**src/gain_cfg.svh**
```systemverilog
`ifndef GAIN_CFG_SVH
`define GAIN_CFG_SVH

//////////////////////////////////////////////////
// Scratch memory map
//////////////////////////////////////////////////
`define GP_ADDR_W         12
`define GP_CODE_BASE      0
`define GP_PAST_BASE      64

// Samples per subframe
`define GP_SUBFR          40

//////////////////////////////////////////////////
// Constant ROM contents
//////////////////////////////////////////////////
// MA predictor taps, Q13
`define GP_PRED0          5571
`define GP_PRED1          4751
`define GP_PRED2          2785
`define GP_PRED3          1556
// Mean energy, placed in the high half by the predictor
`define GP_MEAN_ENER      30
`define GP_ROM_MEAN_ADDR  4

`endif

```
**src/const_rom.sv**
```systemverilog
`timescale 1ns/1ps
`include "gain_cfg.svh"

module const_rom
(
	input  logic                  i_clock,
	input  logic [`GP_ADDR_W-1:0] i_addr,
	output logic [31:0]           o_data
);

	localparam int AW = `GP_ADDR_W;

	// Predictor taps at 0 to 3, mean energy after them
	always_ff @(posedge i_clock)
	begin
		case (i_addr)
			AW'(0):                 o_data <= 32'(`GP_PRED0);
			AW'(1):                 o_data <= 32'(`GP_PRED1);
			AW'(2):                 o_data <= 32'(`GP_PRED2);
			AW'(3):                 o_data <= 32'(`GP_PRED3);
			AW'(`GP_ROM_MEAN_ADDR): o_data <= 32'(`GP_MEAN_ENER);
			default:                o_data <= '0;
		endcase
	end

endmodule

```
**config.mk**
```make
export PLATFORM = sky130hd
export DESIGN_NAME = const_rom
export DESIGN_NICKNAME = d
export VERILOG_FILES = /design/src/const_rom.sv
export VERILOG_INCLUDE_DIRS = /design/src
export SDC_FILE = /design/constraint.sdc
export NUM_CORES = 1
export LEC_CHECK = 0
export ABC_AREA = 1
export ABC_CLOCK_PERIOD_IN_PS = 1350
export CELL_PAD_IN_SITES_DETAIL_PLACEMENT = 0
export CELL_PAD_IN_SITES_GLOBAL_PLACEMENT = 1
export CORE_MARGIN = 1
export CORE_UTILIZATION = 39
export CTS_CLUSTER_SIZE = 28
export DETAILED_ROUTE_END_ITERATION = 7
export DONT_BUFFER_PORTS = 1
export PLACE_DENSITY_LB_ADDON = 0.25
export SLEW_MARGIN = 40
export SYNTH_ARGS = -nofsm -noshare
export SYNTH_HDL_FRONTEND = slang
export SYNTH_SLANG_ARGS = --single-unit
```
**constraint.sdc**
```tcl
create_clock -name i_clock -period 1.35 [get_ports i_clock]
set_clock_uncertainty 0.1 [all_clocks]
set_input_delay 0.0675 -clock i_clock [delete_from_list [all_inputs] [get_ports i_clock]]
set_output_delay 0.0675 -clock i_clock [all_outputs]
set_load 0.03 [all_outputs]
```
* After elaboration in Yosys (flattened, before gate mapping)
Index checks and enable logic that the tools add are counted.
** Storage, ports and cells
- Register bits :: 32
- Output and inout bits :: 32
** Operators by class
- Reductions and logical operators :: 1
- Muxes and demuxes :: 1
- Equality and inequality tests :: 4
** Operator list (count)
- 13-bit case mux with 5 select lines :: 1
- 12-bit by 2-bit == test with 1-bit output (second input constant) :: 2
- 12-bit by 1-bit == test with 1-bit output (second input constant) :: 1
- 12-bit by 3-bit == test with 1-bit output (second input constant) :: 1
- 12-bit zero test :: 1

* Depth between registers and ports, before layout
- Depth after elaboration :: 2
- Gate-level depth with buffers :: 5

* Worst setup path before layout
No wires, ideal clock.
- Kind :: flip-flop to output port
- Start :: reg o_data[11]
- End :: out o_data[11]
- Path slack :: 0.483 ns
- Arrival time :: 0.700 ns
- Cell stages (with the launch flop) :: 2
- Cells stage by stage :: dfxtp_1 -> buf_4
** RTL lines
- start, declared :: RTL line const_rom.sv:8 : output logic [31:0] o_data
- start signal, assigned :: RTL line const_rom.sv:17 : AW'(0): o_data <= 32'(`GP_PRED0);
- start signal, assigned :: RTL line const_rom.sv:18 : AW'(1): o_data <= 32'(`GP_PRED1);
- start signal, assigned :: RTL line const_rom.sv:19 : AW'(2): o_data <= 32'(`GP_PRED2);
No word-level cell between the ends.

==> results.json <==
{
  "netlist-cell-type-count": 10,
  "fin_util": 0.404,
  "post_cts_buffers": 0,
  "flip_flop_count_of_the_largest_register_after_layout": 11,
  "cts.htree.levels": 1,
  "globalplace.congestion": 0.733,
  "synth-warning-count": 0,
  "pre_repair_dr_iteration_count": 2,
  "place_inst": 82,
  "layout.nets": 88,
  "wire_length_of_the_first_global_routing_pass_um": 897,
  "maxCapViolations": 0,
  "cp_max_fo": 2,
  "fmax_ghz": 0.906,
  "vias_per_cell": 3.83,
  "syn-instance-count": 70,
  "start_kind": "flop",
  "tightestPinTransition_ns": 0.561,
  "worst_hold_launch": "i_addr[1]",
  "fillerInstances": 149,
  "post_route_cells_drive_above_1_share": 0.0676,
  "area_delta_synth_final_pct": -2.55,
  "chipHeight_um": 39.2,
  "grt_max_degree": 8,
  "layout.area.seq_um2": 220,
  "dp_hpwl_um": 498,
  "clockRootBuffer": "clkbuf_4",
  "detailedRoute.firstIterationViolations": 5,
  "groute.usage.overall": 0.0937,
  "final_min_period_over_clock_period": 0.818,
  "antenna_left": 0,
  "antenna_found_initial": 0,
  "postSynthAreaPerCell_um2": 7.70,
  "setup_slack_ns": 0.246,
  "synth_largest_type_area_fraction": 0.408,
  "drc": 0,
  "start_util": 0.414,
  "tritoncts_clock_tree": "built",
  "final_max_slew_viol_count": 0,
  "clkSinkCount": 11,
  "worstPathRequired_ns": 1.18,
  "grt_pass1_vias": 220,
  "via_count": 341,
  "pre_cts_ws_ns": 0.528,
  "report.final.hold_viol_count": 0,
  "status": "finished, final reports clean",
  "synth_seq_cells": 11,
  "io_buffer_count": 0,
  "multi_input_area_um2": 195,
  "layout.cells.most_common_list": "conb_1 (19), nand2_1 (14), dfxtp_1 (11)",
  "synth_seq_area_share": 0.408,
  "setup_viol": 0,
  "final_routed_wirelength_um": 621,
  "hold_end": "o_data[11]$_DFF_P_",
  "core-area_mm2": 0.00130,
  "die_w_um": 39.2,
  "maxSlewHeadroom": 0.626,
  "mostFrequentLayoutCell": "conb_1",
  "io_pins": 45,
  "crit_type": "flop to output pin",
  "timing.hold.worst_path_depth": 4,
  "clock_input_transition_at_the_sequential_cells_of_the_worst_setup_and_hold_paths_ns": 0.07,
  "layout_min_cycle_time_ns": 1.10,
  "rows": 13,
  "worst_min_path_class": "input pin to flop",
  "cts-buffers-inserted": 3,
  "static-leakage-power_nw": 0.326,
  "grt_setup_unrepaired": "false",
  "critical_path.endpoint_type": "output pin",
  "die_area_mm2": 0.00154,
  "clockBufferDepth": 2,
  "p_per_area_mw_per_mm2": 1200,
  "synth_top_cells_by_area": "dfxtp_1 (41%), buf_4 (29%), nand2_1 (9.7%), inv_1 (6.3%), nor2_1 (4.2%)",
  "layout.cells.non_filler": 89,
  "final.setup.tns_ns": 0,
  "register_containing_the_most_flip_flops_in_the_final_layout": "o_data",
  "synth.largest_area_cell": "dfxtp_1",
  "worstSetupPathDepth": 0,
  "ir_drop_mv": 0.293,
  "n_antenna_cell": 0,
  "largest_registers": "o_data (11)",
  "grt_overflow": 0,
  "post_synth_instance_area_um2": 539,
  "data_arrival_time_of_the_critical_path_ns": 0.94,
  "mean_routed_wirelength_per_cell_um": 6.98
}
==> stage by stage <==
stage / total power [W] / hold WS, ns / instance area, µm²
3_5_place_dp: 0.000416 / 0.113 / 468
2_1_floorplan: 0.000457 / 0.101 / 607
6_report: 0.000629 / 0.0281 / 526
5_1_grt: 0.000668 / 0.0376 / 526
4_1_cts: 0.000633 / 0.0127 / 526
3_3_place_gp: 0.000416 / 0.113 / 468
==> synth_stat cells <==
cell	n
buf_4	21
conb_1	1
dfxtp_1	11
inv_1	9
nand2_1	14
nand3_1	3
nor2_1	6
nor2_4	1
nor3_1	3
o211ai_1	1
==> power by group <==
part	switching, W	internal, W	total, W
Combinational	0.0000819	0.0000110	0.0000929
Clock	0.000102	0.000109	0.000211
Sequential	0.000000585	0.000324	0.000325
==> cell type report <==
class / count / share of cell area
inverters: 9 / 0.0643
flip-flops and latches: 11 / 0.419
clock inverters: 1 / 0.00952
repair buffers: 3 / 0.0571
clock buffers: 3 / 0.0429
well taps: 15 / 0.0357
multi-input cells: 47 / 0.371
==> how the worst max path moves through the flow <==
stage / start / to / slack, ns
final: o_data[11]$_DFF_P_ / o_data[5] / 0.25
after global routing: o_data[7]$_DFF_P_ / o_data[0] / 0.19
after CTS: o_data[7]$_DFF_P_ / o_data[0] / 0.24
after detailed placement: o_data[7]$_DFF_P_ / o_data[0] / 0.53
after global placement: i_addr[11] / o_data[2]$_DFF_P_ / 0.53
after floorplan: o_data[11]$_DFF_P_ / o_data[11] / 0.48
==> layer usage <==
| metal | wire length, µm | vias to the layer above | GRT usage | share of wire |
|---|---|---|---|---|
| met1 | 272 | 137 | 0.116 | 0.44 |
| met5 | 0 | - | 0 | 0 |
| met3 | 80 | 0 | 0.0578 | 0.13 |
| met2 | 268 | 29 | 0.108 | 0.43 |
| li1 | - | 175 | - | - |
| met4 | 0 | 0 | 0.0776 | 0 |
==> cell families after synthesis <==
family                 share of synthesized area
AO/OA/AOI/OAI                             0.0139
buffers and inverters                      0.355
AND/OR/NAND/NOR                            0.216
other                                    0.00695
flip-flops                                 0.408
==> repair_timing <==
| item | in CTS | in global routing |
|---|---|---|
| resized for setup | 0 | 0 |
| endpoints found under the hold margin | 10 | 0 |
| hold buffers | 3 | 0 |
Power figures use the tool's default switching activity.
