### src/gain_cfg.svh
`ifndef GAIN_CFG_SVH
`define GAIN_CFG_SVH

//////////////////////////////////////////////////
// Scratch memory map
//////////////////////////////////////////////////
`define GP_ADDR_W         12
`define GP_CODE_BASE      0
`define GP_PAST_BASE      64

// Samples per subframe
`define GP_SUBFR          40

//////////////////////////////////////////////////
// Constant ROM contents
//////////////////////////////////////////////////
// MA predictor taps, Q13
`define GP_PRED0          5571
`define GP_PRED1          4751
`define GP_PRED2          2785
`define GP_PRED3          1556
// Mean energy, placed in the high half by the predictor
`define GP_MEAN_ENER      30
`define GP_ROM_MEAN_ADDR  4

`endif

### src/gain_pkg.sv
`include "gain_cfg.svh"

package gain_pkg;

	//////////////////////////////////////////////////
	// Opcodes and states
	//////////////////////////////////////////////////
	typedef enum logic [2:0]
	{
		OP_L_MAC,
		OP_L_MSU,
		OP_L_MULT,
		OP_MULT,
		OP_ADD,
		OP_SUB,
		OP_L_SHR
	} dsp_op_e;

	typedef enum logic [2:0]
	{
		IDLE,
		CLR,
		RD_CODE,
		ACC_CODE,
		NORM,
		RD_PRED,
		ACC_PRED,
		FINISH
	} gp_state_e;

	//////////////////////////////////////////////////
	// Bundles between blocks
	//////////////////////////////////////////////////
	// Operator call, c is the 32-bit accumulator or shift operand
	typedef struct packed
	{
		dsp_op_e     op;
		logic [15:0] a;
		logic [15:0] b;
		logic [31:0] c;
	} dsp_req_t;

	typedef struct packed
	{
		logic [31:0] res32;
		logic [15:0] res16;
		logic        overflow;
	} dsp_rsp_t;

	typedef struct packed
	{
		logic [`GP_ADDR_W-1:0] addr;
		logic [31:0]           data;
		logic                  en;
	} mem_wr_t;

	typedef struct packed
	{
		logic [15:0] gcode0;
		logic [15:0] exp_gcode0;
	} gain_result_t;

endpackage

### src/basic_ops.sv
`timescale 1ns/1ps

module basic_ops
(
	input  gain_pkg::dsp_req_t i_req,
	output gain_pkg::dsp_rsp_t o_rsp
);
	import gain_pkg::*;

	logic signed [31:0] prod;
	logic               mult_sat;
	logic        [31:0] l_mult;
	logic        [32:0] mac_sum;
	logic        [32:0] msu_diff;
	logic        [16:0] sum16;
	logic        [16:0] diff16;
	logic         [4:0] shr_cnt;
	logic signed [31:0] shr_out;

	function automatic logic [31:0] sat32(input logic [32:0] v);
		if (v[32] == v[31])
			return v[31:0];
		return v[32] ? 32'h8000_0000 : 32'h7fff_ffff;
	endfunction

	function automatic logic [15:0] sat16(input logic [16:0] v);
		if (v[16] == v[15])
			return v[15:0];
		return v[16] ? 16'h8000 : 16'h7fff;
	endfunction

	assign prod = $signed(i_req.a) * $signed(i_req.b);

	// Only -32768 * -32768 overflows the doubled product
	assign mult_sat = (prod == 32'sh4000_0000);
	assign l_mult   = mult_sat ? 32'h7fff_ffff : {prod[30:0], 1'b0};

	assign mac_sum  = {i_req.c[31], i_req.c} + {l_mult[31], l_mult};
	assign msu_diff = {i_req.c[31], i_req.c} - {l_mult[31], l_mult};
	assign sum16    = {i_req.a[15], i_req.a} + {i_req.b[15], i_req.b};
	assign diff16   = {i_req.a[15], i_req.a} - {i_req.b[15], i_req.b};

	// Shift count clamps at 31, negative counts leave c alone
	assign shr_cnt = i_req.b[15] ? 5'd0 : (i_req.b > 16'd31) ? 5'd31 : i_req.b[4:0];
	assign shr_out = $signed(i_req.c) >>> shr_cnt;

	always_comb
	begin
		o_rsp = '0;
		case (i_req.op)
			OP_L_MAC:
			begin
				o_rsp.res32    = sat32(mac_sum);
				o_rsp.overflow = mult_sat | (mac_sum[32] ^ mac_sum[31]);
			end
			OP_L_MSU:
			begin
				o_rsp.res32    = sat32(msu_diff);
				o_rsp.overflow = mult_sat | (msu_diff[32] ^ msu_diff[31]);
			end
			OP_L_MULT:
			begin
				o_rsp.res32    = l_mult;
				o_rsp.overflow = mult_sat;
			end
			OP_MULT:
			begin
				o_rsp.res16    = mult_sat ? 16'h7fff : prod[30:15];
				o_rsp.overflow = mult_sat;
			end
			OP_ADD:
			begin
				o_rsp.res16    = sat16(sum16);
				o_rsp.overflow = sum16[16] ^ sum16[15];
			end
			OP_SUB:
			begin
				o_rsp.res16    = sat16(diff16);
				o_rsp.overflow = diff16[16] ^ diff16[15];
			end
			OP_L_SHR: o_rsp.res32 = shr_out;
			default: ;
		endcase
		// 16-bit results sign-extend, 32-bit ones also give extract_h
		if (i_req.op inside {OP_MULT, OP_ADD, OP_SUB})
			o_rsp.res32 = {{16{o_rsp.res16[15]}}, o_rsp.res16};
		else
			o_rsp.res16 = o_rsp.res32[31:16];
	end

endmodule

### config.mk
export PLATFORM = sky130hd
export DESIGN_NAME = basic_ops
export DESIGN_NICKNAME = d
export VERILOG_FILES = /design/src/gain_pkg.sv /design/src/basic_ops.sv
export VERILOG_INCLUDE_DIRS = /design/src
export SDC_FILE = /design/constraint.sdc
export NUM_CORES = 1
export LEC_CHECK = 0
export CORE_MARGIN = 5
export CORE_UTILIZATION = 55
export DETAILED_ROUTE_END_ITERATION = 7
export DONT_BUFFER_PORTS = 1
export PLACE_DENSITY_LB_ADDON = 0.3
export SYNTH_ARGS = -nofsm -noshare
export SYNTH_HDL_FRONTEND = slang
export SYNTH_SLANG_ARGS = --single-unit
### constraint.sdc
create_clock -name vclk -period 31.5
set_clock_uncertainty 0.15 [all_clocks]
set_input_delay 9.45 -clock vclk [all_inputs]
set_output_delay 9.45 -clock vclk [all_outputs]
set_load 0.02 [all_outputs]
# Word-level counts from Yosys, hierarchy flattened
# Index checks and enable logic that the tools add are counted.
dict set report op_classes {
  multipliers 1
  magnitude_cmp 1
  muxes 29
  eq_ne 11
  addsub 4
  reduce_logical 3
  shifts 1
  bitwise_logic 6
}
# operator count
set ops {}
lappend ops {{32-bit two-way mux} 8}
lappend ops {{16-bit two-way mux} 8}
lappend ops {{32-bit one-hot mux with 4 select lines} 1}
lappend ops {{16-bit one-hot mux with 3 select lines} 1}
lappend ops {{32-bit by 32-bit adder with 33-bit output} 1}
lappend ops {{32-bit by 32-bit subtractor with 33-bit output} 1}
lappend ops {{32-bit equality test (second input constant)} 1}
lappend ops {{16-bit by 16-bit multiplier with 32-bit output} 1}
lappend ops {{32-bit by 5-bit >>> shifter with 32-bit output} 1}
lappend ops {{16-bit by 16-bit adder with 17-bit output} 1}
lappend ops {{16-bit by 16-bit subtractor with 17-bit output} 1}
lappend ops {{16-bit by 5-bit greater-than comparator with 1-bit output (second input constant)} 1}
lappend ops {{5-bit two-way mux} 2}
lappend ops {{3-bit equality test (second input constant)} 3}
lappend ops {{1-bit two-way mux} 8}
lappend ops {{3-bit by 2-bit equality test with 1-bit output (second input constant)} 2}
lappend ops {{1-bit one-hot mux with 5 select lines} 1}
lappend ops {{1-bit equality test} 4}
lappend ops {{1-bit bitwise XOR} 4}
lappend ops {{3-bit by 1-bit equality test with 1-bit output (second input constant)} 1}
lappend ops {{3-bit zero test} 1}
lappend ops {{3-bit nonzero test} 1}
lappend ops {{1-bit OR} 2}
lappend ops {{2-bit OR reduction} 1}
dict set report totals {
  output_inout_bits 49
  input_bits 67
  word_cells 56
  register_bits 0
}

# Depth between registers and ports, before layout
dict set report logic_depth {
  word_depth 10
  mapped_depth 43
}

# Least setup slack after synthesis
# Ideal clock, no wire load.
dict set report synth_timing {
  path_type {input -> output}
  from {input port i_req[33] in the netlist's numbering}
  to {output port o_rsp[28] in the netlist's numbering}
  arrival_time_ns 19.541
  path_stages 38
  t_required_ns 21.900
  n_path_buf 7
  path_slack_ns 2.359
  path_cell_list {clkbuf_1 > clkbuf_1 > nand2_1 > inv_1 > fa_1 > fa_1 > inv_1 > fa_1 > fa_1 > fa_1 > fa_1 > inv_1 > ha_1 > buf_2 > nand4_1 > nor3_1 > a221oi_2 > and2_1 > [2 not listed] > or4_1 > buf_6 > nor4_4 > clkbuf_1 > or2_2 > ha_1 > clkbuf_1 > nor2_1 > o311ai_0 > a2111oi_0 > o21ai_0 > o311ai_1 > a22oi_1 > xnor2_1 > clkbuf_1 > a21oi_1 > a311oi_1 > nand4_1}
}
# element line_no
set synth_lines {}
lappend synth_lines {{from (decl)} basic_ops.sv:5} ;# input gain_pkg::dsp_req_t i_req,
lappend synth_lines {{to (decl)} basic_ops.sv:6} ;# output gain_pkg::dsp_rsp_t o_rsp

==> flow_summary.ini <==
[cells_and_area]
fin_nets = 3002
areaGrowthSynthToFinish_pct = 1.65
nClkBuffers = 0
layout.area.seq_sq_um = 0
seq_cells = 0
final_cells = 2941
drive_above_1_share_pct = 4.56

[floorplan]
die_h_um = 198
rows = 69
die_area_sq_mm = 0.0394
pin_count = 116
start_util_pct = 55.3
core_sq_mm = 0.0353
die_x_um = 198

[sta]
slew_viol_final = 0
tns_ns = 0
post-route-period-util_pct = 98.7
setup_viol = 0
grt_setup_unrepaired = no
timing.final.crit_period_ns = 31.08
timing.fmax_mhz = 32.2
max-slew-margin-rel_pct = 23.1
hold_viol = 0
worst_slew_pin_slew_ns = 1.14

[synth]
netlist_area_sq_mm = 0.0195
synth_cells = 2580
syn_nets = 3101
synth_top_area_cell = fa_1
yosysTopAreaCellShare_pct = 27.3
syn_area_per_cell_sq_um = 7.57
synth.most_common_cell = inv_1
synthDistinctLibCells = 101
ys_warn_count = 0
ys_top_cells_by_area = fa_1 27%, ha_1 12%, inv_1 6.5%
yosys-top-cells-count = 336 x inv_1, 306 x nand2_1, 266 x fa_1, 197 x a21oi_1, 188 x ha_1
seq_area_frac_synth_pct = 0

[drt]
vias = 19713
postRouteAntennaNets = 0
drt_iter0_markers = 2314
wl_met3_um = 8920
met1Wirelength_um = 31900
firstDrtPassIters = 6
wl_per_cell_um = 26.1
top_layer_used = met5
drt-vias-per-instance = 6.70
routed_wl_um = 76900
route.detailed.drc = 0
wl_met2_um = 33000

[hold_path]
min_path_type = primary input to primary output

[global_routing]
grt_max_degree = 34
grt_antenna_before_repair = 1
grt_pass1_vias = 19362
grt_overflow = 0
grt_usage_pct = 38.6
grt_pass1_wl_um = 118000

[place]
dp.cells = 2940
dp_hpwl_um = 63700
port_buffers = 0
place.gp.congestion = 1.12

[critical_path]
cp_slowest_cell = fa_1
worstSetupEndpointType = primary output
path_class = primary input to primary output
cp_max_fo = 16
arrival_ns = 21.48
required_ns = 21.90
cp-start-kind = primary input
cpMostUsedCell = fa_1
slowest_delay_ns = 0.74

[clocking]
postCtsSetupRepairBufs = 0
holdBufCountCts = 0

[run_status]
status = finished, final reports clean

[flow_run]
drv_cap = 0
==> stage by stage <==
stage	hold WS [ns]	cell area (sq um)	setup slack [ns]	util (%)
finish	18.99	19900	0.418	56.3
global route	19.00	19900	0.0466	56.2
CTS	18.98	19800	0.695	56.2
detailed placement	18.98	19800	0.738	56.2
global placement	18.98	19800	0.944	56.2
floorplan	18.94	19500	2.36	-
==> cells in the final DEF, fill, tap and decap left out, types with 32 or more instances in the layout <==
master / instances
inv_1: 336
nand2_1: 306
fa_1: 266
a21oi_1: 196
ha_1: 188
nor2_1: 152
o21ai_0: 107
and2_1: 70
xnor2_1: 70
mux2i_1: 67
nand3_1: 66
nor3_1: 50
a211oi_1: 37
buf_4: 32
==> critical path, delay by kind of cell <==
family          cells  cell delay (ns)
fa+ha+maj           9             4.27
compound gates     12             4.14
simple gates        7             2.53
buf+inv             5             1.06
==> layout make-up <==
cell class	instances	area (sq um)
Timing Repair Buffer	32	240
Fill cell	3429	15400
Tap cell	461	577
Inverter	338	1270
Antenna cell	1	2.50
Multi-Input combinational cell	2109	17800
==> worst paths after layout <==
path  startpoint        to  slack, ns  cells past startpoint
min    i_req[66]  o_rsp[0]      18.99                      2
max    i_req[35]  o_rsp[8]       0.42                     33
==> kinds of logic (layout without fill, tap and decap cells) <==
logic type                 count (synthesis)  count (layout)  share of synthesized area (%)
adders and majority gates                459             459                           39.5
muxes                                     75              75                           3.95
and+or+nand+nor                          833             833                           20.6
buffers and inverters                    471             370                           9.44
other                                      0               1                              0
AOI/OAI and AO/OA                        651             651                           22.2
xor gates and xnor gates                  91              91                           4.29
==> what timing repair did <==
item	CTS	global route
resized for setup	0	2
endpoints found under the hold margin	0	0
setup endpoints to repair	0	1
==> per-layer routing <==
layer	global-route usage, %	vias up
met5	1.23	-
met4	10.9	2
met3	8.52	192
met2	58.4	1188
met1	55.9	9683
li1	-	8648
Power is left out: the tool's default activity adds up to more than one toggle a clock period on the data nets, which glitch-free logic cannot reach.
