`src/norm_shift.sv`:
```
`timescale 1ns/1ps

module norm_shift
(
	input  logic        i_clock,
	input  logic        i_rst_n,
	input  logic        i_start,
	input  logic [31:0] i_value,
	output logic        o_done,
	output logic [15:0] o_norm,
	output logic [31:0] o_shifted
);

	logic busy;
	logic normalized;

	// Zero and all-ones stop at once
	assign normalized = (o_shifted[31] != o_shifted[30])
		|| (o_shifted == 32'h0000_0000)
		|| (o_shifted == 32'hffff_ffff);

	always_ff @(posedge i_clock)
	begin
		if (!i_rst_n)
		begin
			busy   <= 1'b0;
			o_done <= 1'b0;
		end
		else
		begin
			o_done <= 1'b0;
			if (i_start)
				busy <= 1'b1;
			else if (busy && normalized)
			begin
				busy   <= 1'b0;
				o_done <= 1'b1;
			end
		end
	end

	// One bit position per cycle, norm_l and L_shl together
	always_ff @(posedge i_clock)
	begin
		if (i_start)
		begin
			o_shifted <= i_value;
			o_norm    <= '0;
		end
		else if (busy && !normalized)
		begin
			o_shifted <= {o_shifted[30:0], 1'b0};
			o_norm    <= o_norm + 16'd1;
		end
	end

endmodule

```
`config.mk`:
```
export PLATFORM = sky130hd
export DESIGN_NAME = norm_shift
export DESIGN_NICKNAME = d
export VERILOG_FILES = /design/src/norm_shift.sv
export SDC_FILE = /design/constraint.sdc
export NUM_CORES = 1
export LEC_CHECK = 0
export ABC_CLOCK_PERIOD_IN_PS = 2650
export BUFFER_PORTS_ARGS = -buffer_cell sky130_fd_sc_hd__buf_4
export CAP_MARGIN = 20
export CORE_MARGIN = 1
export CORE_UTILIZATION = 46
export CTS_BUF_LIST = sky130_fd_sc_hd__clkbuf_8
export DETAILED_ROUTE_END_ITERATION = 10
export GPL_ROUTABILITY_DRIVEN = 0
export GPL_TIMING_DRIVEN = 1
export PLACE_DENSITY = 0.78
export SYNTH_ARGS = -nofsm -noshare
export SYNTH_HDL_FRONTEND = slang
export SYNTH_SLANG_ARGS = --single-unit
export TNS_END_PERCENT = 20
```
`constraint.sdc`:
```
create_clock -name i_clock -period 2.65 [get_ports i_clock]
set_input_delay 0.53 -clock i_clock [delete_from_list [all_inputs] [get_ports i_clock]]
set_output_delay 0.53 -clock i_clock [all_outputs]
set_load 0.02 [all_outputs]
```
; ---- Word level (Yosys, flattened, before mapping)
; Cells that the tools add are included.
[op_classes]
bitwise_logic = 1
addsub = 1
muxes = 5
n_reduce_logical = 9
n_eq_ne = 2
[op_table]
columns = op, count
row1 = 2-to-1 mux 32 bit, 2
row2 = equality test 32 bit (second input constant), 1
row3 = logical NOT 32 bit, 1
row4 = adder 16 x 1 -> 16 bit (second input constant), 1
row5 = nonzero test 2 bit, 2
row6 = 2-to-1 mux 1 bit, 3
row7 = logical AND 1 bit, 2
row8 = logical OR 1 bit, 2
row9 = OR reduction 2 bit, 1
row10 = logical NOT 1 bit, 1
row11 = inequality test 1 bit, 1
row12 = inverter 1 bit, 1
[totals]
reg_bits = 50
wordCells = 22
output_inout_bits = 49

; ---- Depth between registers and ports, before layout
; Gate-level depths: netlist of run 1.
[logic_depth]
word_depth = 7
depth_mapped = 10
ltp_nobuf = 8

; ---- Least setup slack after synthesis of run 1
; OpenSTA, ideal clock, no wires.
[synth_timing]
path_type = register to register
startpoint = register o_shifted[10]
endpoint = register busy
path_stages_with_launch = 8
arrival_ns = 2.559
slack_ns = -0.030
required_time_ns = 2.529
path_buffers = 1
synth_period_minus_slack_ns = 2.680
setup_ns = 0.121
cell_sequence = edfxtp_1 or4_1 nor4_2 nand4_1 nand4b_2 buf_6 nand2b_1 and2_1
[synth_via]
elab_chain_len = 5
[synth_rtl]
columns = element, line_no
row1 = start: declaration, 11  ; output logic [31:0] o_shifted
row2 = start signal: assignment, 47  ; o_shifted <= i_value;
row3 = start signal: assignment, 52  ; o_shifted <= {o_shifted[30:0], 1'b0};
row4 = logical NOT 32 bit, 19  ; || (o_shifted == 32'h0000_0000)
row5 = logical OR 1 bit, 19
row6 = logical OR 1 bit *, 20  ; || (o_shifted == 32'hffff_ffff);
row7 = logical AND 1 bit *, 34  ; else if (busy && normalized)
row8 = nonzero test 2 bit (no source line) *, -
row9 = end signal: assignment, 26  ; busy <= 1'b0;
row10 = end signal: assignment, 33  ; busy <= 1'b1;
row11 = end signal: assignment, 36  ; busy <= 1'b0;
row12 = end: declaration, 14  ; logic busy;
; Every way passes the cells marked *; elsewhere a longest branch is shown, timed or not.
; A chain may end at the register's enable or synchronous reset.

; ---- Final worst setup path of run 1
[layout_timing]
startpoint = register o_shifted[10]
endpoint = register o_norm[8]
[layout_via]
elab_chain_len = 5
[layout_rtl]
columns = element, line_no
row1 = logical NOT 32 bit, 19
row2 = logical OR 1 bit, 19
row3 = logical OR 1 bit *, 20
row4 = logical NOT 1 bit *, 50  ; else if (busy && !normalized)
row5 = logical AND 1 bit *, 50
row6 = end signal: assignment, 53  ; o_norm <= o_norm + 16'd1;
row7 = end: declaration, 10  ; output logic [15:0] o_norm,
; Marked as above.

==> impl_metrics.ini, run 1 <==
[timing]
hold_viol = 0
period_needed_ps = 2160
period_share = 0.814
relSlewSlack = 0.720
clock_skew_ps = 8.81
setup_viol = 0
slew_viol_final = 0
rsz0062_at_grt = false
worst_slew_pin_slew_ps = 420
tns_ps = 0
fmax_ghz = 0.464

[finish]
stdcell_area_mm2 = 0.00313
fin_util = 0.650
fillers = 420
syn2layout_area_growth_pct = 33.3
nets = 316
drive_above_1_share = 0.470
insertedDiodeCount = 0
fin_cells = 346

[pwr]
p_comb_frac = 0.191
switching_share = 0.277
internal_power_w = 0.00125
peakVddDrop_v = 0.000303
powerDensity_mw_per_mm2 = 554
clkPwrFrac = 0.248
leakagePower_nw = 1.19
switchingPower_w = 0.000481
seq_power_share = 0.561

[detailed_routing]
vias = 1867
wl_per_cell_um = 14.9
drtAntennaViolNets = 0
viasPerCell = 5.40
first_iter_violations = 108
drcViolationCount = 0
routed_wl_um = 5150
firstDrtPassIters = 4

[worst_hold_path]
min_path_type = input pin to register

[global_routing]
antenna_found_initial = 0
first_global_vias = 1683
grt_usage = 0.195
grt_max_degree = 34
grt_pass1_wl_um = 7800
grt_overflow = 0

[run_status]
status = complete, no violations

[logic_synthesis]
ys_ff_latch = 50
synth_edf_count = 32
synth_common_cells = 32 x edfxtp_1, 30 x mux2_2, 18 x dfxtp_1
synth_cell_types = 34
avgSynthCellArea_um2 = 12.2
synth_top_area_frac = 0.409
ys.flop_type = edfxtp_1
yosysWarnings = 0
yosys.area.top_type = edfxtp_1
syn-num-nets = 230
yosys-top-cells-area = edfxtp_1 41%, dfxtp_1 15%, mux2_2 14%
yosysSeqAreaShare = 0.562
async_flop_share = 0
synth_area_mm2 = 0.00235
syn_inst = 192
synth_most_common_cell = edfxtp_1

[floorplan]
coreArea_mm2 = 0.00482
die-area_mm2 = 0.00540
start_util = 0.488
die_w_um = 73.5
die_y_um = 73.5
rows = 25
design.portCount = 84

[cts]
cts_resized = 0
clock_path_buffers = 2
cts_setup_buffers = 0
cts.sinks = 50
numCtsBuffers = 5
cts_tree = yes
cts-root-buf = clkbuf_8
hold_buffers = 0
clock_latency_ps = 300
cts-htree-levels = 2
clkTransAtPathRegs_ps = 90

[setup_path]
startpoint_type = register
path_max_fanout = 15
end_kind = register
crit_arrival_ps = 2360
criticalPathCategory = register to register
worstPathRequired_ps = 2850

[placed_design]
post-dp-hpwl_um = 3740
place_area_mm2 = 0.00305
dp_cells = 338
port-buffer-count = 83

[flow_run]
cap_violations = 0
worst max-delay path, cell delays in order, from the launching register on:
cell	delay (ps)
edfxtp_1	430
or4_1	550
nor4_2	160
nand4_1	170
nand4b_2	150
buf_4	210
nor3_1	80
mux2_4	300
path summary, 6_finish.rpt:
path / start / endpoint / slack (ps) / cells after the start
max: o_shifted[10]$_DFFE_PP_ / o_norm[8]$_SDFFE_PP0P_ / 490 / 7
min: i_rst_n / busy$_SDFFE_PN0P_ / 440 / 2
max reg2reg: o_shifted[10]$_DFFE_PP_ / o_norm[8]$_SDFFE_PP0P_ / 490 / 7
min reg2reg: busy$_SDFFE_PN0P_ / o_done$_SDFF_PP0_ / 470 / 2
cell type report:
cell class | instances | area (µm²) | share of cell area
clock buffers | 5 | 68.8 | 0.0220
repair buffers | 88 | 661 | 0.211
inverters | 6 | 22.5 | 0.00719
well taps | 67 | 83.8 | 0.0268
flip-flops and latches | 50 | 1320 | 0.422
multi-input cells | 127 | 960 | 0.306
clock inverters | 3 | 16.3 | 0.00519
metal layers:
metal / track usage / routed length, µm / vias to the layer above
li1: - / - / 918
met1: 0.252 / 2260 / 872
met2: 0.307 / 2500 / 67
met3: 0.0576 / 290 / 10
met4: 0.0791 / 103 / 0
met5: 0 / 0 / -
power groups by stage:
stage	sequential, W	clock [W]	combinational [W]
after floorplan	0.00105	0	0.000114
final	0.000973	0.000431	0.000332
after global routing	0.000984	0.000472	0.000354
after CTS	0.000974	0.000438	0.000334
after detailed placement	0.000992	0	0.000332
after global placement	0.000989	0	0.000329
layout by cell type, fill, tap and decap left out, drive strengths merged, types with 8 or more instances in the layout:
cell     n
edfxtp  32
or4      8
dfxtp   18
mux2    31
nand2    9
a21oi   12
buf     88
nor4     8
nand4   10
per-stage QoR:
stage	hold slack (ps)	setup WS [ps]	power, W
3_5_place_dp	453	494	0.00132
5_1_grt	435	290	0.00181
2_1_floorplan	426	317	0.00116
6_report	436	494	0.00174
3_3_place_gp	443	523	0.00132
4_1_cts	431	485	0.00175
state kept, by name, indices dropped and copies added, names as in the netlist:
name       flops
busy           1
o_norm        16
o_done         1
o_shifted     32
cells by family after synthesis:
kind of cell | synth area share
AND/OR/NAND/NOR | 0.163
flip-flops | 0.562
multiplexers | 0.154
AO/OA/AOI/OAI | 0.0697
buffers and inverters | 0.0309
adder cells (fa/ha/maj) | 0.0160
XOR/XNOR | 0.00373
Power figures use the tool's default switching activity.
==> run 2, diff against run 1 <==
--- a/config.mk
+++ b/config.mk
@@ -5,7 +5,7 @@
 export SDC_FILE = /design/constraint.sdc
 export NUM_CORES = 1
 export LEC_CHECK = 0
-export ABC_CLOCK_PERIOD_IN_PS = 2650
+export ABC_CLOCK_PERIOD_IN_PS = 1900
 export BUFFER_PORTS_ARGS = -buffer_cell sky130_fd_sc_hd__buf_4
 export CAP_MARGIN = 20
 export CORE_MARGIN = 1
==> constraint.sdc (replaced) <==
create_clock -name i_clock -period 1.9 [get_ports i_clock]
set_input_delay 0.38 -clock i_clock [delete_from_list [all_inputs] [get_ports i_clock]]
set_output_delay 0.38 -clock i_clock [all_outputs]
set_load 0.02 [all_outputs]
==> impl_metrics.ini, run 2 (same netlist as run 1, synthesis figures left out) <==
[run_status]
status = complete, but fails checks
violations = setup timing

[timing]
period_needed_ps = 2100
relSlewSlack = 0.706
setup_viol = 49
period_share = 1.11
worst_slew_pin_slew_ps = 441
whs_ps = 316
fmax_ghz = 0.475
clock_skew_ps = 5.52
slew_viol_final = 0
tns_ps = -6470
hold_viol = 0
rsz0062_at_grt = true
fin_ws_ps = -203

[setup_path]
startpoint = o_shifted[30]$_DFFE_PP_
reg2reg_slack_ps = -200
reg2reg_depth = 9
crit_arrival_ps = 2340
cpMaxStageDelayCell = or4_1
cp_slowest_stage_delay_ps = 540
startpoint_type = register
r2r-start = o_shifted[30]$_DFFE_PP_
critPathCapture = o_norm[9]$_SDFFE_PP0P_
worst-path-buf-inv = 2
cp_cell_sequence = inv_2, ha_2, nor4b_1, and4_1, nand4_1, nand4b_4, buf_8, or4_1, a21oi_2
worstPathRequired_ps = 2130
path_delay_family = simple AND/OR/NAND/NOR gates
path_max_fanout = 21
end_kind = register
cp.depth = 9
rr_endpoint = o_norm[9]$_SDFFE_PP0P_
criticalPathCategory = register to register

[floorplan]
rows = 25
start_util = 0.488
die_w_um = 73.5
die_y_um = 73.5
coreArea_mm2 = 0.00482
die-area_mm2 = 0.00540
design.portCount = 84

[detailed_routing]
wl_per_cell_um = 15.3
top_layer = met4
firstDrtPassIters = 4
wl_met3_um = 200
drtAntennaViolNets = 0
first_iter_violations = 162
wl_met2_um = 2990
routed_wl_um = 5600
viasPerCell = 5.38
met1_length_um = 2350
drcViolationCount = 0
vias = 1965

[finish]
max_flop_register = o_shifted
final_cell_mix = 102 x buf_4, 32 x edfxtp_1, 30 x mux2_2, 18 x dfxtp_1, 10 x nand4_1
seqCellArea_mm2 = 0.00132
drive_above_1_share = 0.530
syn2layout_area_growth_pct = 43.0
nets = 335
fin_cells = 365
fin_util = 0.698
largest_reg_flops = 32
final_common_cell = buf_4
multi_input_area_um2 = 1000
fillers = 378
insertedDiodeCount = 0
reg_top3 = o_shifted: 32 flops, o_norm: 16 flops

[placed_design]
post-dp-hpwl_um = 4090
dp_cells = 357
port-buffer-count = 83

[cts]
cts_tree = yes
numCtsBuffers = 5
cts-htree-levels = 2
cts.sinks = 50
clkTransAtPathRegs_ps = 90
clock_latency_ps = 290
cts-root-buf = clkbuf_8
hold_buffers = 0
clock_path_buffers = 2

[global_routing]
grt_usage = 0.208
grt_overflow = 0
grt_pass1_wl_um = 8510
antenna_found_initial = 0
grt_max_degree = 38
first_global_vias = 1819

[worst_hold_path]
min_path_type = input pin to register

[pwr]
peakVddDrop_v = 0.000622
powerDensity_mw_per_mm2 = 754
leakagePower_nw = 1.33
power_w = 0.00253

[flow_run]
cap_violations = 0
run 2: metal layers:
metal / track usage / vias to the layer above
li1: - / 958
met1: 0.266 / 952
met2: 0.367 / 49
met3: 0.0343 / 6
met4: 0.0513 / 0
met5: 0 / -
run 2: timing repair:
action | 4_1_cts | 5_1_grt
pin swaps | 2 | 1
resized for setup | 7 | 6
endpoints found under the setup margin | 49 | 50
setup buffers | 0 | 0
run 2: worst min path at each step:
stage	from	to	slack, ps	cells past startpoint
floorplan	busy$_SDFFE_PN0P_	o_done$_SDFF_PP0_	430	2
global placement	busy$_SDFFE_PN0P_	o_done$_SDFF_PP0_	460	2
detailed placement	busy$_SDFFE_PN0P_	o_done$_SDFF_PP0_	460	2
CTS	i_rst_n	busy$_SDFFE_PN0P_	310	2
global route	i_rst_n	busy$_SDFFE_PN0P_	300	2
finish	i_rst_n	busy$_SDFFE_PN0P_	320	2
run 2: stage by stage:
step                setup slack [ps]  cell area (µm²)
floorplan                       -202             2360
global placement                -140             3220
detailed placement              -186             3220
CTS                             -181             3340
global route                    -315             3360
finish                          -203             3360
run 2: cell type report:
class                           instances  share of cell area
Clock buffer                            6              0.0246
Clock inverter                          2             0.00261
Inverter                                6             0.00670
Multi-Input combinational cell        127               0.297
Sequential cell                        50               0.393
Tap cell                               67              0.0249
Timing Repair Buffer                  107               0.251
run 2: worst register-to-register path, stage by stage (launching register included):
cell and delay [ps]:
edfxtp_1 370, inv_2 40, ha_2 160, nor4b_1 130, and4_1 190, nand4_1 150, nand4b_4 130, buf_8 180
or4_1 540, a21oi_2 150
run 2: report_power, final:
group	leakage [nW]	switching, W	internal [W]
Clock	0.0524	0.000334	0.000289
Combinational	0.811	0.000269	0.000296
Sequential	0.463	0.0000789	0.00127
Total	1.33	0.000682	0.00185
