--- src/gain_cfg.svh ---
`ifndef GAIN_CFG_SVH
`define GAIN_CFG_SVH

//////////////////////////////////////////////////
// Scratch memory map
//////////////////////////////////////////////////
`define GP_ADDR_W         12
`define GP_CODE_BASE      0
`define GP_PAST_BASE      64

// Samples per subframe
`define GP_SUBFR          40

//////////////////////////////////////////////////
// Constant ROM contents
//////////////////////////////////////////////////
// MA predictor taps, Q13
`define GP_PRED0          5571
`define GP_PRED1          4751
`define GP_PRED2          2785
`define GP_PRED3          1556
// Mean energy, placed in the high half by the predictor
`define GP_MEAN_ENER      30
`define GP_ROM_MEAN_ADDR  4

`endif

--- src/gain_pkg.sv ---
`include "gain_cfg.svh"

package gain_pkg;

	//////////////////////////////////////////////////
	// Opcodes and states
	//////////////////////////////////////////////////
	typedef enum logic [2:0]
	{
		OP_L_MAC,
		OP_L_MSU,
		OP_L_MULT,
		OP_MULT,
		OP_ADD,
		OP_SUB,
		OP_L_SHR
	} dsp_op_e;

	typedef enum logic [2:0]
	{
		IDLE,
		CLR,
		RD_CODE,
		ACC_CODE,
		NORM,
		RD_PRED,
		ACC_PRED,
		FINISH
	} gp_state_e;

	//////////////////////////////////////////////////
	// Bundles between blocks
	//////////////////////////////////////////////////
	// Operator call, c is the 32-bit accumulator or shift operand
	typedef struct packed
	{
		dsp_op_e     op;
		logic [15:0] a;
		logic [15:0] b;
		logic [31:0] c;
	} dsp_req_t;

	typedef struct packed
	{
		logic [31:0] res32;
		logic [15:0] res16;
		logic        overflow;
	} dsp_rsp_t;

	typedef struct packed
	{
		logic [`GP_ADDR_W-1:0] addr;
		logic [31:0]           data;
		logic                  en;
	} mem_wr_t;

	typedef struct packed
	{
		logic [15:0] gcode0;
		logic [15:0] exp_gcode0;
	} gain_result_t;

endpackage

--- src/gain_predict.sv ---
`timescale 1ns/1ps
`include "gain_cfg.svh"

module gain_predict
(
	input  logic                   i_clock,
	input  logic                   i_rst_n,
	input  logic                   i_start,
	output logic                   o_done,
	output gain_pkg::gain_result_t o_result,
	output logic [`GP_ADDR_W-1:0]  o_scr_rd_addr,
	input  logic [31:0]            i_scr_rd_data,
	output gain_pkg::mem_wr_t      o_scr_wr,
	output logic [`GP_ADDR_W-1:0]  o_rom_addr,
	input  logic [31:0]            i_rom_data,
	output gain_pkg::dsp_req_t     o_dsp_req,
	input  gain_pkg::dsp_rsp_t     i_dsp_rsp,
	output logic                   o_norm_start,
	output logic [31:0]            o_norm_value,
	input  logic                   i_norm_done,
	input  logic [15:0]            i_norm,
	input  logic [31:0]            i_norm_shifted
);
	import gain_pkg::*;

	localparam int ADDR_W    = `GP_ADDR_W;
	localparam int CNT_W     = $clog2(`GP_SUBFR);
	localparam int PRED_TAPS = 4;

	gp_state_e        state;
	logic [CNT_W-1:0] cnt;
	logic [31:0]      ener_acc;
	logic [31:0]      pred_acc;
	logic [15:0]      ener_half;
	logic [15:0]      norm_q;
	logic [15:0]      exp_q;

	assign o_norm_value = ener_acc;

	// Predictor never stores to scratch
	assign o_scr_wr.addr = o_scr_rd_addr;
	assign o_scr_wr.data = ener_acc;
	assign o_scr_wr.en   = 1'b0;

	//////////////////////////////////////////////////
	// Operator requests, one call per cycle
	//////////////////////////////////////////////////
	always_comb
	begin
		o_dsp_req = '0;
		case (state)
			ACC_CODE:
			begin
				o_dsp_req.a = i_scr_rd_data[15:0];
				o_dsp_req.b = i_scr_rd_data[15:0];
				o_dsp_req.c = ener_acc;
			end
			NORM:
			begin
				// Shift by 17 gives extract_h already halved
				o_dsp_req.op = OP_L_SHR;
				o_dsp_req.b  = 16'd17;
				o_dsp_req.c  = i_norm_shifted;
			end
			RD_PRED:
			begin
				o_dsp_req.op = OP_SUB;
				o_dsp_req.a  = 16'd14;
				o_dsp_req.b  = norm_q;
			end
			ACC_PRED:
			begin
				o_dsp_req.a = i_rom_data[15:0];
				o_dsp_req.b = i_scr_rd_data[15:0];
				o_dsp_req.c = pred_acc;
			end
			FINISH:
			begin
				o_dsp_req.op = OP_SUB;
				o_dsp_req.a  = pred_acc[31:16];
				o_dsp_req.b  = ener_half;
			end
			default: ;
		endcase
	end

	//////////////////////////////////////////////////
	// Sequencer
	//////////////////////////////////////////////////
	always_ff @(posedge i_clock)
	begin
		if (!i_rst_n)
		begin
			state        <= IDLE;
			cnt          <= '0;
			o_done       <= 1'b0;
			o_norm_start <= 1'b0;
		end
		else
		begin
			o_done       <= 1'b0;
			o_norm_start <= 1'b0;
			case (state)
				IDLE:
					if (i_start)
						state <= CLR;
				CLR:
					state <= RD_CODE;
				RD_CODE:
				begin
					cnt   <= '0;
					state <= ACC_CODE;
				end
				ACC_CODE:
				begin
					cnt <= cnt + 1'b1;
					if (cnt == CNT_W'(`GP_SUBFR - 1))
					begin
						state        <= NORM;
						o_norm_start <= 1'b1;
					end
				end
				NORM:
					if (i_norm_done)
						state <= RD_PRED;
				RD_PRED:
				begin
					cnt   <= '0;
					state <= ACC_PRED;
				end
				ACC_PRED:
				begin
					cnt <= cnt + 1'b1;
					if (cnt == CNT_W'(PRED_TAPS))
						state <= FINISH;
				end
				FINISH:
				begin
					o_done <= 1'b1;
					state  <= IDLE;
				end
				default:
					state <= IDLE;
			endcase
		end
	end

	// Addresses run one ahead of the data being accumulated
	always_ff @(posedge i_clock)
	begin
		case (state)
			CLR:
			begin
				ener_acc      <= '0;
				o_scr_rd_addr <= ADDR_W'(`GP_CODE_BASE);
			end
			RD_CODE:
				o_scr_rd_addr <= o_scr_rd_addr + 1'b1;
			ACC_CODE:
			begin
				ener_acc      <= i_dsp_rsp.res32;
				o_scr_rd_addr <= o_scr_rd_addr + 1'b1;
			end
			NORM:
				if (i_norm_done)
				begin
					ener_half  <= i_dsp_rsp.res32[15:0];
					norm_q     <= i_norm;
					o_rom_addr <= ADDR_W'(`GP_ROM_MEAN_ADDR);
				end
			RD_PRED:
			begin
				exp_q         <= i_dsp_rsp.res16;
				o_rom_addr    <= '0;
				o_scr_rd_addr <= ADDR_W'(`GP_PAST_BASE);
			end
			ACC_PRED:
			begin
				o_rom_addr    <= o_rom_addr + 1'b1;
				o_scr_rd_addr <= o_scr_rd_addr + 1'b1;
				// First word back is the mean energy
				if (cnt == '0)
					pred_acc <= {i_rom_data[15:0], 16'h0000};
				else
					pred_acc <= i_dsp_rsp.res32;
			end
			FINISH:
			begin
				o_result.gcode0     <= i_dsp_rsp.res16;
				o_result.exp_gcode0 <= exp_q;
			end
			default: ;
		endcase
	end

endmodule

--- config.mk ---
export PLATFORM = sky130hd
export DESIGN_NAME = gain_predict
export DESIGN_NICKNAME = d
export VERILOG_FILES = /design/src/gain_pkg.sv /design/src/gain_predict.sv
export VERILOG_INCLUDE_DIRS = /design/src
export SDC_FILE = /design/constraint.sdc
export NUM_CORES = 1
export LEC_CHECK = 0
export ABC_CLOCK_PERIOD_IN_PS = 5900
export BUFFER_PORTS_ARGS = -buffer_cell sky130_fd_sc_hd__clkbuf_2
export CAP_MARGIN = 20
export CORE_MARGIN = 2
export CORE_UTILIZATION = 25
export CTS_BUF_LIST = sky130_fd_sc_hd__clkbuf_16
export DETAILED_ROUTE_END_ITERATION = 7
export PLACE_DENSITY = 0.58
export SYNTH_ARGS = -nofsm -noshare
export SYNTH_HDL_FRONTEND = slang
export SYNTH_SLANG_ARGS = --single-unit
--- constraint.sdc ---
create_clock -name i_clock -period 5.9 [get_ports i_clock]
set_clock_uncertainty 0.15 [all_clocks]
set_input_delay 0.885 -clock i_clock [delete_from_list [all_inputs] [get_ports i_clock]]
set_output_delay 0.885 -clock i_clock [all_outputs]
set_load 0.05 [all_outputs]
-- After elaboration in Yosys (flattened, before gate mapping)
Cells that the tools add are included.
- bits in writable memories: 0
- memories: 0
- output and inout bits: 202
- bits in registers: 179
- bits of input ports: 165
- word-level logic and storage cells: 61
- ROM bits: 0
- bits in latches: 0
- reductions and logical operators: 14
- multipliers: 0
- multiplexer cells: 17
- add/sub/neg operators: 3
- equality and inequality tests: 13
- divide/modulo/power cells: 0
- order comparisons: 0
- shift operators: 0
- bitwise logic cells: 0
- operators by type and width (cell ; count):
    $pmux 16 s4 ; 2
    $pmux 32 s3 ; 1
    $pmux 12 s3 ; 2
    $pmux 32 s2 ; 1
    $mux 32 ; 1
    $add 12x1->12 const B ; 2
    $pmux 3 s8 ; 1
    $eq 3x3->1 const B ; 4
    $mux 12 ; 1
    $mux 3 ; 4
    $pmux 6 s2 ; 1
    $ne 2x2->1 const B ; 4
    $add 6x1->6 const B ; 1
    $eq 3x2->1 const B ; 2
    $eq 6x3->1 const B ; 1
    $eq 6x6->1 const B ; 1
    $logic_not 6->1 ; 1
    $pmux 3 s2 ; 1
    $reduce_and 2->1 ; 3
    $reduce_bool 3->1 ; 2
    $reduce_or 2->1 ; 3
    $reduce_and 4->1 ; 1
    $reduce_bool 2->1 ; 2
    $eq 3x1->1 const B ; 1
    3 further kinds ; 4

-- Logic depth before layout (Yosys ltp)
- depth after elaboration: 3
- gate-level depth with buffers: 7
- gate-level depth less buffers: 7

-- Worst setup path before layout
Ideal clock, no wire load.
- path kind: register to output
- from: register state[0]
- to: output port o_dsp_req[32] (netlist name)
- arrival: 2.633 ns
- required time: 4.865 ns
- path buffers: 3
- slack: 2.232 ns
- cell stages (with the launch flop): 8
- cell sequence: dfxtp_1 > ha_1 > buf_2 > and2_1 > buf_2 > clkbuf_1 > a221oi_1 > nand2_1
- RTL lines (item ; line ; text):
    from (decl) ; gain_predict.sv:30 ; gp_state_e state;
    from (signal assigned) ; gain_predict.sv:94 ; state <= IDLE;
    from (signal assigned) ; gain_predict.sv:106 ; state <= CLR;
    from (signal assigned) ; gain_predict.sv:108 ; state <= RD_CODE;
    to (decl) ; gain_predict.sv:16 ; output gain_pkg::dsp_req_t o_dsp_req,

==> results list <==
- Row Count: between 60 and 70
- Share of flip-flops with an asynchronous set or reset: 0%
- Vias in the first global route: around 6000
- Data arrives at the worst endpoint at between 3 and 4 ns.
- Setup TNS Final: 0 ns
- The worst setup path is launched from a flop.
- The detailed router placed around 6400 vias in this run.
* Quantity of gates resized following cts: 0
- The number of nets in the synthesized netlist is approximately 840.
* Setup violations, final: 0
- The H-tree generated during clock tree synthesis spans 4 levels.
- The number of different library cells used by synthesis comes to 42.
- Effective utilization at floorplan: between 20% and 30%
- The worst setup path is captured at an output pin.
- Class of the worst hold path: flop to flop
* Worst-Skew Late Latency: 0.44 ns
* Result of the run: finished clean
- CTS placed an instance of sky130_fd_sc_hd__clkbuf_16 at the clock tree root.
* Relative slew slack: a little under a third
- Width of the die: ~190 µm
* Max Fanout on Critical Path: 40
* Number of synthesized flops with an enable pin: 168
* Synthesis warning total: 0
- Sink count of the clock tree: around 180
- Maximum operating frequency: 0.231 GHz
- The max-slew violation count is 0.
* Min Tclk post-route: 4.34 ns
- The wire-length estimate of the detail-placed layout is about 18 mm.
- Pin placement for this block handled 367 I/O pins.
- After synthesis, the mean cell area works out to between 10 and 15 µm².
* Max Root-Sink Buffers: 2
- After detailed routing, the number of remaining DRC violations is 0.
- Vert. Die Dim: 186 µm
- DRT Pass-1 Iters: 5
- Worst IR Drop VDD: 0.296 mV
- Share of post-route cells with drive strength above 1: about two fifths
- The most used flip-flop cell after synthesis is sky130_fd_sc_hd__edfxtp_1.
* First-pass GRT wire length: roughly 37 mm
* Final global-route overflow total: 0
- Clock buffer count from CTS: 17
* Final std cell area, no fill: between 10000 and 15000 µm²
* Post-CTS Repair Setup Buffers: 0
* Leakage power figure: 4.51 nW
- Synthesis produced a netlist whose cell count is between 600 and 700.
* Net count reported at finish: 1123
- Routed wire length: about 26 mm
* Layout fillers: approximately 3400
- In this run the cell area measured after placement is about 10000 µm².
- Leaving out fill and tap cells, the most frequent cell in the layout is sky130_fd_sc_hd__clkbuf_2.
* Top library cells by usage in the layout, fill and taps aside: sky130_fd_sc_hd__clkbuf_2, sky130_fd_sc_hd__edfxtp_1, sky130_fd_sc_hd__nand2_1, sky130_fd_sc_hd__and2_1, sky130_fd_sc_hd__a22oi_1
* Routability-driven placement congestion ratio: 0.785
* Area enclosed by the die boundary: between 30000 and 40000 µm²
- Summing the sequential cell areas from Yosys gives 63.8% of the chip area.
- Required time of the worst setup path: 4.87 ns
- Total power divided by cell area: around 560 nW/µm²
- Number of antenna violations at the first check in global routing: 3
* CTS clock-pin slew for the worst setup and hold paths: 0.07 ns
- Final Hold Fails: 0
- After synthesis the netlist holds a flip-flop and latch count of ~180.
- The tool flagged a number of max-cap violations equal to 0.
- Average wire per standard cell: ~18 µm
* Post-CTS Hold Fix Bufs: 0
- Clock tree from TritonCTS: yes
- Violation count after the first detailed-routing iteration: 407
- Gr usage total: between 10% and 20%
- In this run the cell area of the synthesized design comes to a little over 8000 µm².
- The detail route stage leaves a number of antenna-violating nets equal to 0.
* Setup repair after global routing missed its margin: no
- Input and output buffers added on the ports amount to around 330.
- At the pin with the least slew margin, the transition time is approximately 1.0 ns.
- The core region is 32500 µm².
* Period Utilization, post-route: about three quarters
- The setup path with the least slack is of type flop to output pin.
- Relative to the synthesized area, the layout overhead comes to 29.2%.
* DR vias/cell: ~4.5
- Entering global routing, the biggest net connects 68 pins.
## Yosys cell counts, types with 3 or more instances
master	count	area share, %
sky130_fd_sc_hd__nand3_1	11	0.67
sky130_fd_sc_hd__a222oi_1	14	1.7
sky130_fd_sc_hd__o21ai_0	20	1.2
sky130_fd_sc_hd__nand4_1	8	0.61
sky130_fd_sc_hd__nor2b_1	18	1.4
sky130_fd_sc_hd__nor3_1	5	0.30
sky130_fd_sc_hd__nand2_1	108	4.9
sky130_fd_sc_hd__and2_1	37	2.8
sky130_fd_sc_hd__mux2i_1	3	0.36
sky130_fd_sc_hd__xnor2_1	7	0.74
sky130_fd_sc_hd__a22o_1	13	1.4
sky130_fd_sc_hd__buf_4	47	4.3
sky130_fd_sc_hd__edfxtp_1	168	61
sky130_fd_sc_hd__a21oi_1	9	0.55
sky130_fd_sc_hd__clkbuf_1	17	0.77
sky130_fd_sc_hd__and3_1	8	0.61
sky130_fd_sc_hd__ha_1	8	1.2
sky130_fd_sc_hd__buf_2	11	0.67
sky130_fd_sc_hd__a22oi_1	33	3.0
sky130_fd_sc_hd__inv_1	21	0.96
sky130_fd_sc_hd__nor2_1	29	1.3
sky130_fd_sc_hd__xor2_1	10	1.1
sky130_fd_sc_hd__a221o_1	3	0.36
sky130_fd_sc_hd__nor4_1	3	0.23
sky130_fd_sc_hd__or3_1	4	0.30
sky130_fd_sc_hd__dfxtp_1	11	2.7
sky130_fd_sc_hd__buf_1	6	0.27
sky130_fd_sc_hd__mux2_2	19	2.6
## cell type report
class / instances / area (µm²) / share of cell area (%)
Timing Repair Buffer: 341 / 1760 / 16.5
Multi-Input combinational cell: 389 / 2430 / 22.8
Sequential cell: 179 / 5270 / 49.4
Inverter: 22 / 82.6 / 0.775
Antenna cell: 3 / 7.51 / 0.0704
Clock buffer: 17 / 425 / 3.99
Tap cell: 442 / 553 / 5.19
Clock inverter: 15 / 130 / 1.22
## worst paths after layout
check	slack [ns]	cells after the start	endpoint	from
max	1.56	9	o_dsp_req[30]	state[0]$_SDFFE_PN0P_
min	0.27	0	o_result[12]$_DFFE_PN_	exp_q[12]$_DFFE_PN_
max reg2reg	2.91	8	state[1]$_SDFFE_PN0P_	state[0]$_SDFFE_PN0P_
min reg2reg	0.27	0	o_result[12]$_DFFE_PN_	exp_q[12]$_DFFE_PN_
## sequential cells by signal, indices dropped and copies added (netlist names)
register,count
cnt,6
ener_half,16
exp_q,16
norm_q,16
o_done,1
o_norm_start,1
o_norm_value,32
o_result,32
o_rom_addr,12
o_scr_rd_addr,12
pred_acc,32
state,3
## layer usage
metal	wire length [µm]	share of wire, %	track usage, %
met1	10500	41	18.1
met2	12300	48	24.1
met3	1990	7.8	4.62
met4	855	3.3	7.24
met5	0	0	0
## cell families after synthesis
group,share of synthesized area [%]
AND/OR/NAND/NOR,13.9
buffers and inverters,6.99
flip-flops,63.8
AO/OA/AOI/OAI,9.28
other,0.0454
XOR/XNOR,1.80
adder cells (fa/ha/maj),1.21
multiplexers,2.96
## critical path, cell delays in order, from the launching register on
cell and delay [ns]:
sky130_fd_sc_hd__dfxtp_1 0.35, sky130_fd_sc_hd__inv_1 0.09, sky130_fd_sc_hd__ha_1 0.14, sky130_fd_sc_hd__buf_4 0.28, sky130_fd_sc_hd__nand2_1 0.42, sky130_fd_sc_hd__inv_2 0.68
sky130_fd_sc_hd__buf_12 0.32, sky130_fd_sc_hd__a22oi_1 0.13, sky130_fd_sc_hd__nand2_1 0.13, sky130_fd_sc_hd__clkbuf_2 0.29
## report_power, final
| part | total (mW) | switching, mW | leakage, nW | internal, mW |
|---|---|---|---|---|
| registers | 1.93 | 0.203 | 1.65 | 1.73 |
| clock network | 1.10 | 0.521 | 0.272 | 0.584 |
| logic | 2.93 | 2.34 | 2.59 | 0.593 |
## stage by stage
| step | setup WS, ns | cells | hold slack (ns) | util (%) | total power [mW] |
|---|---|---|---|---|---|
| final | 1.56 | 1408 | 0.269 | 32.8 | 5.96 |
| after global routing | 1.23 | 1406 | 0.275 | 32.7 | 6.26 |
| after CTS | 1.14 | 1404 | 0.271 | 32.6 | 6.02 |
| after detailed placement | 1.65 | 1372 | 0.255 | 30.9 | 4.90 |
| after global placement | 1.75 | 1372 | 0.250 | 30.9 | 4.88 |
| after floorplan | 2.23 | 671 | 0.250 | - | 4.29 |
Note: power is estimated with default switching activity, not from simulation.
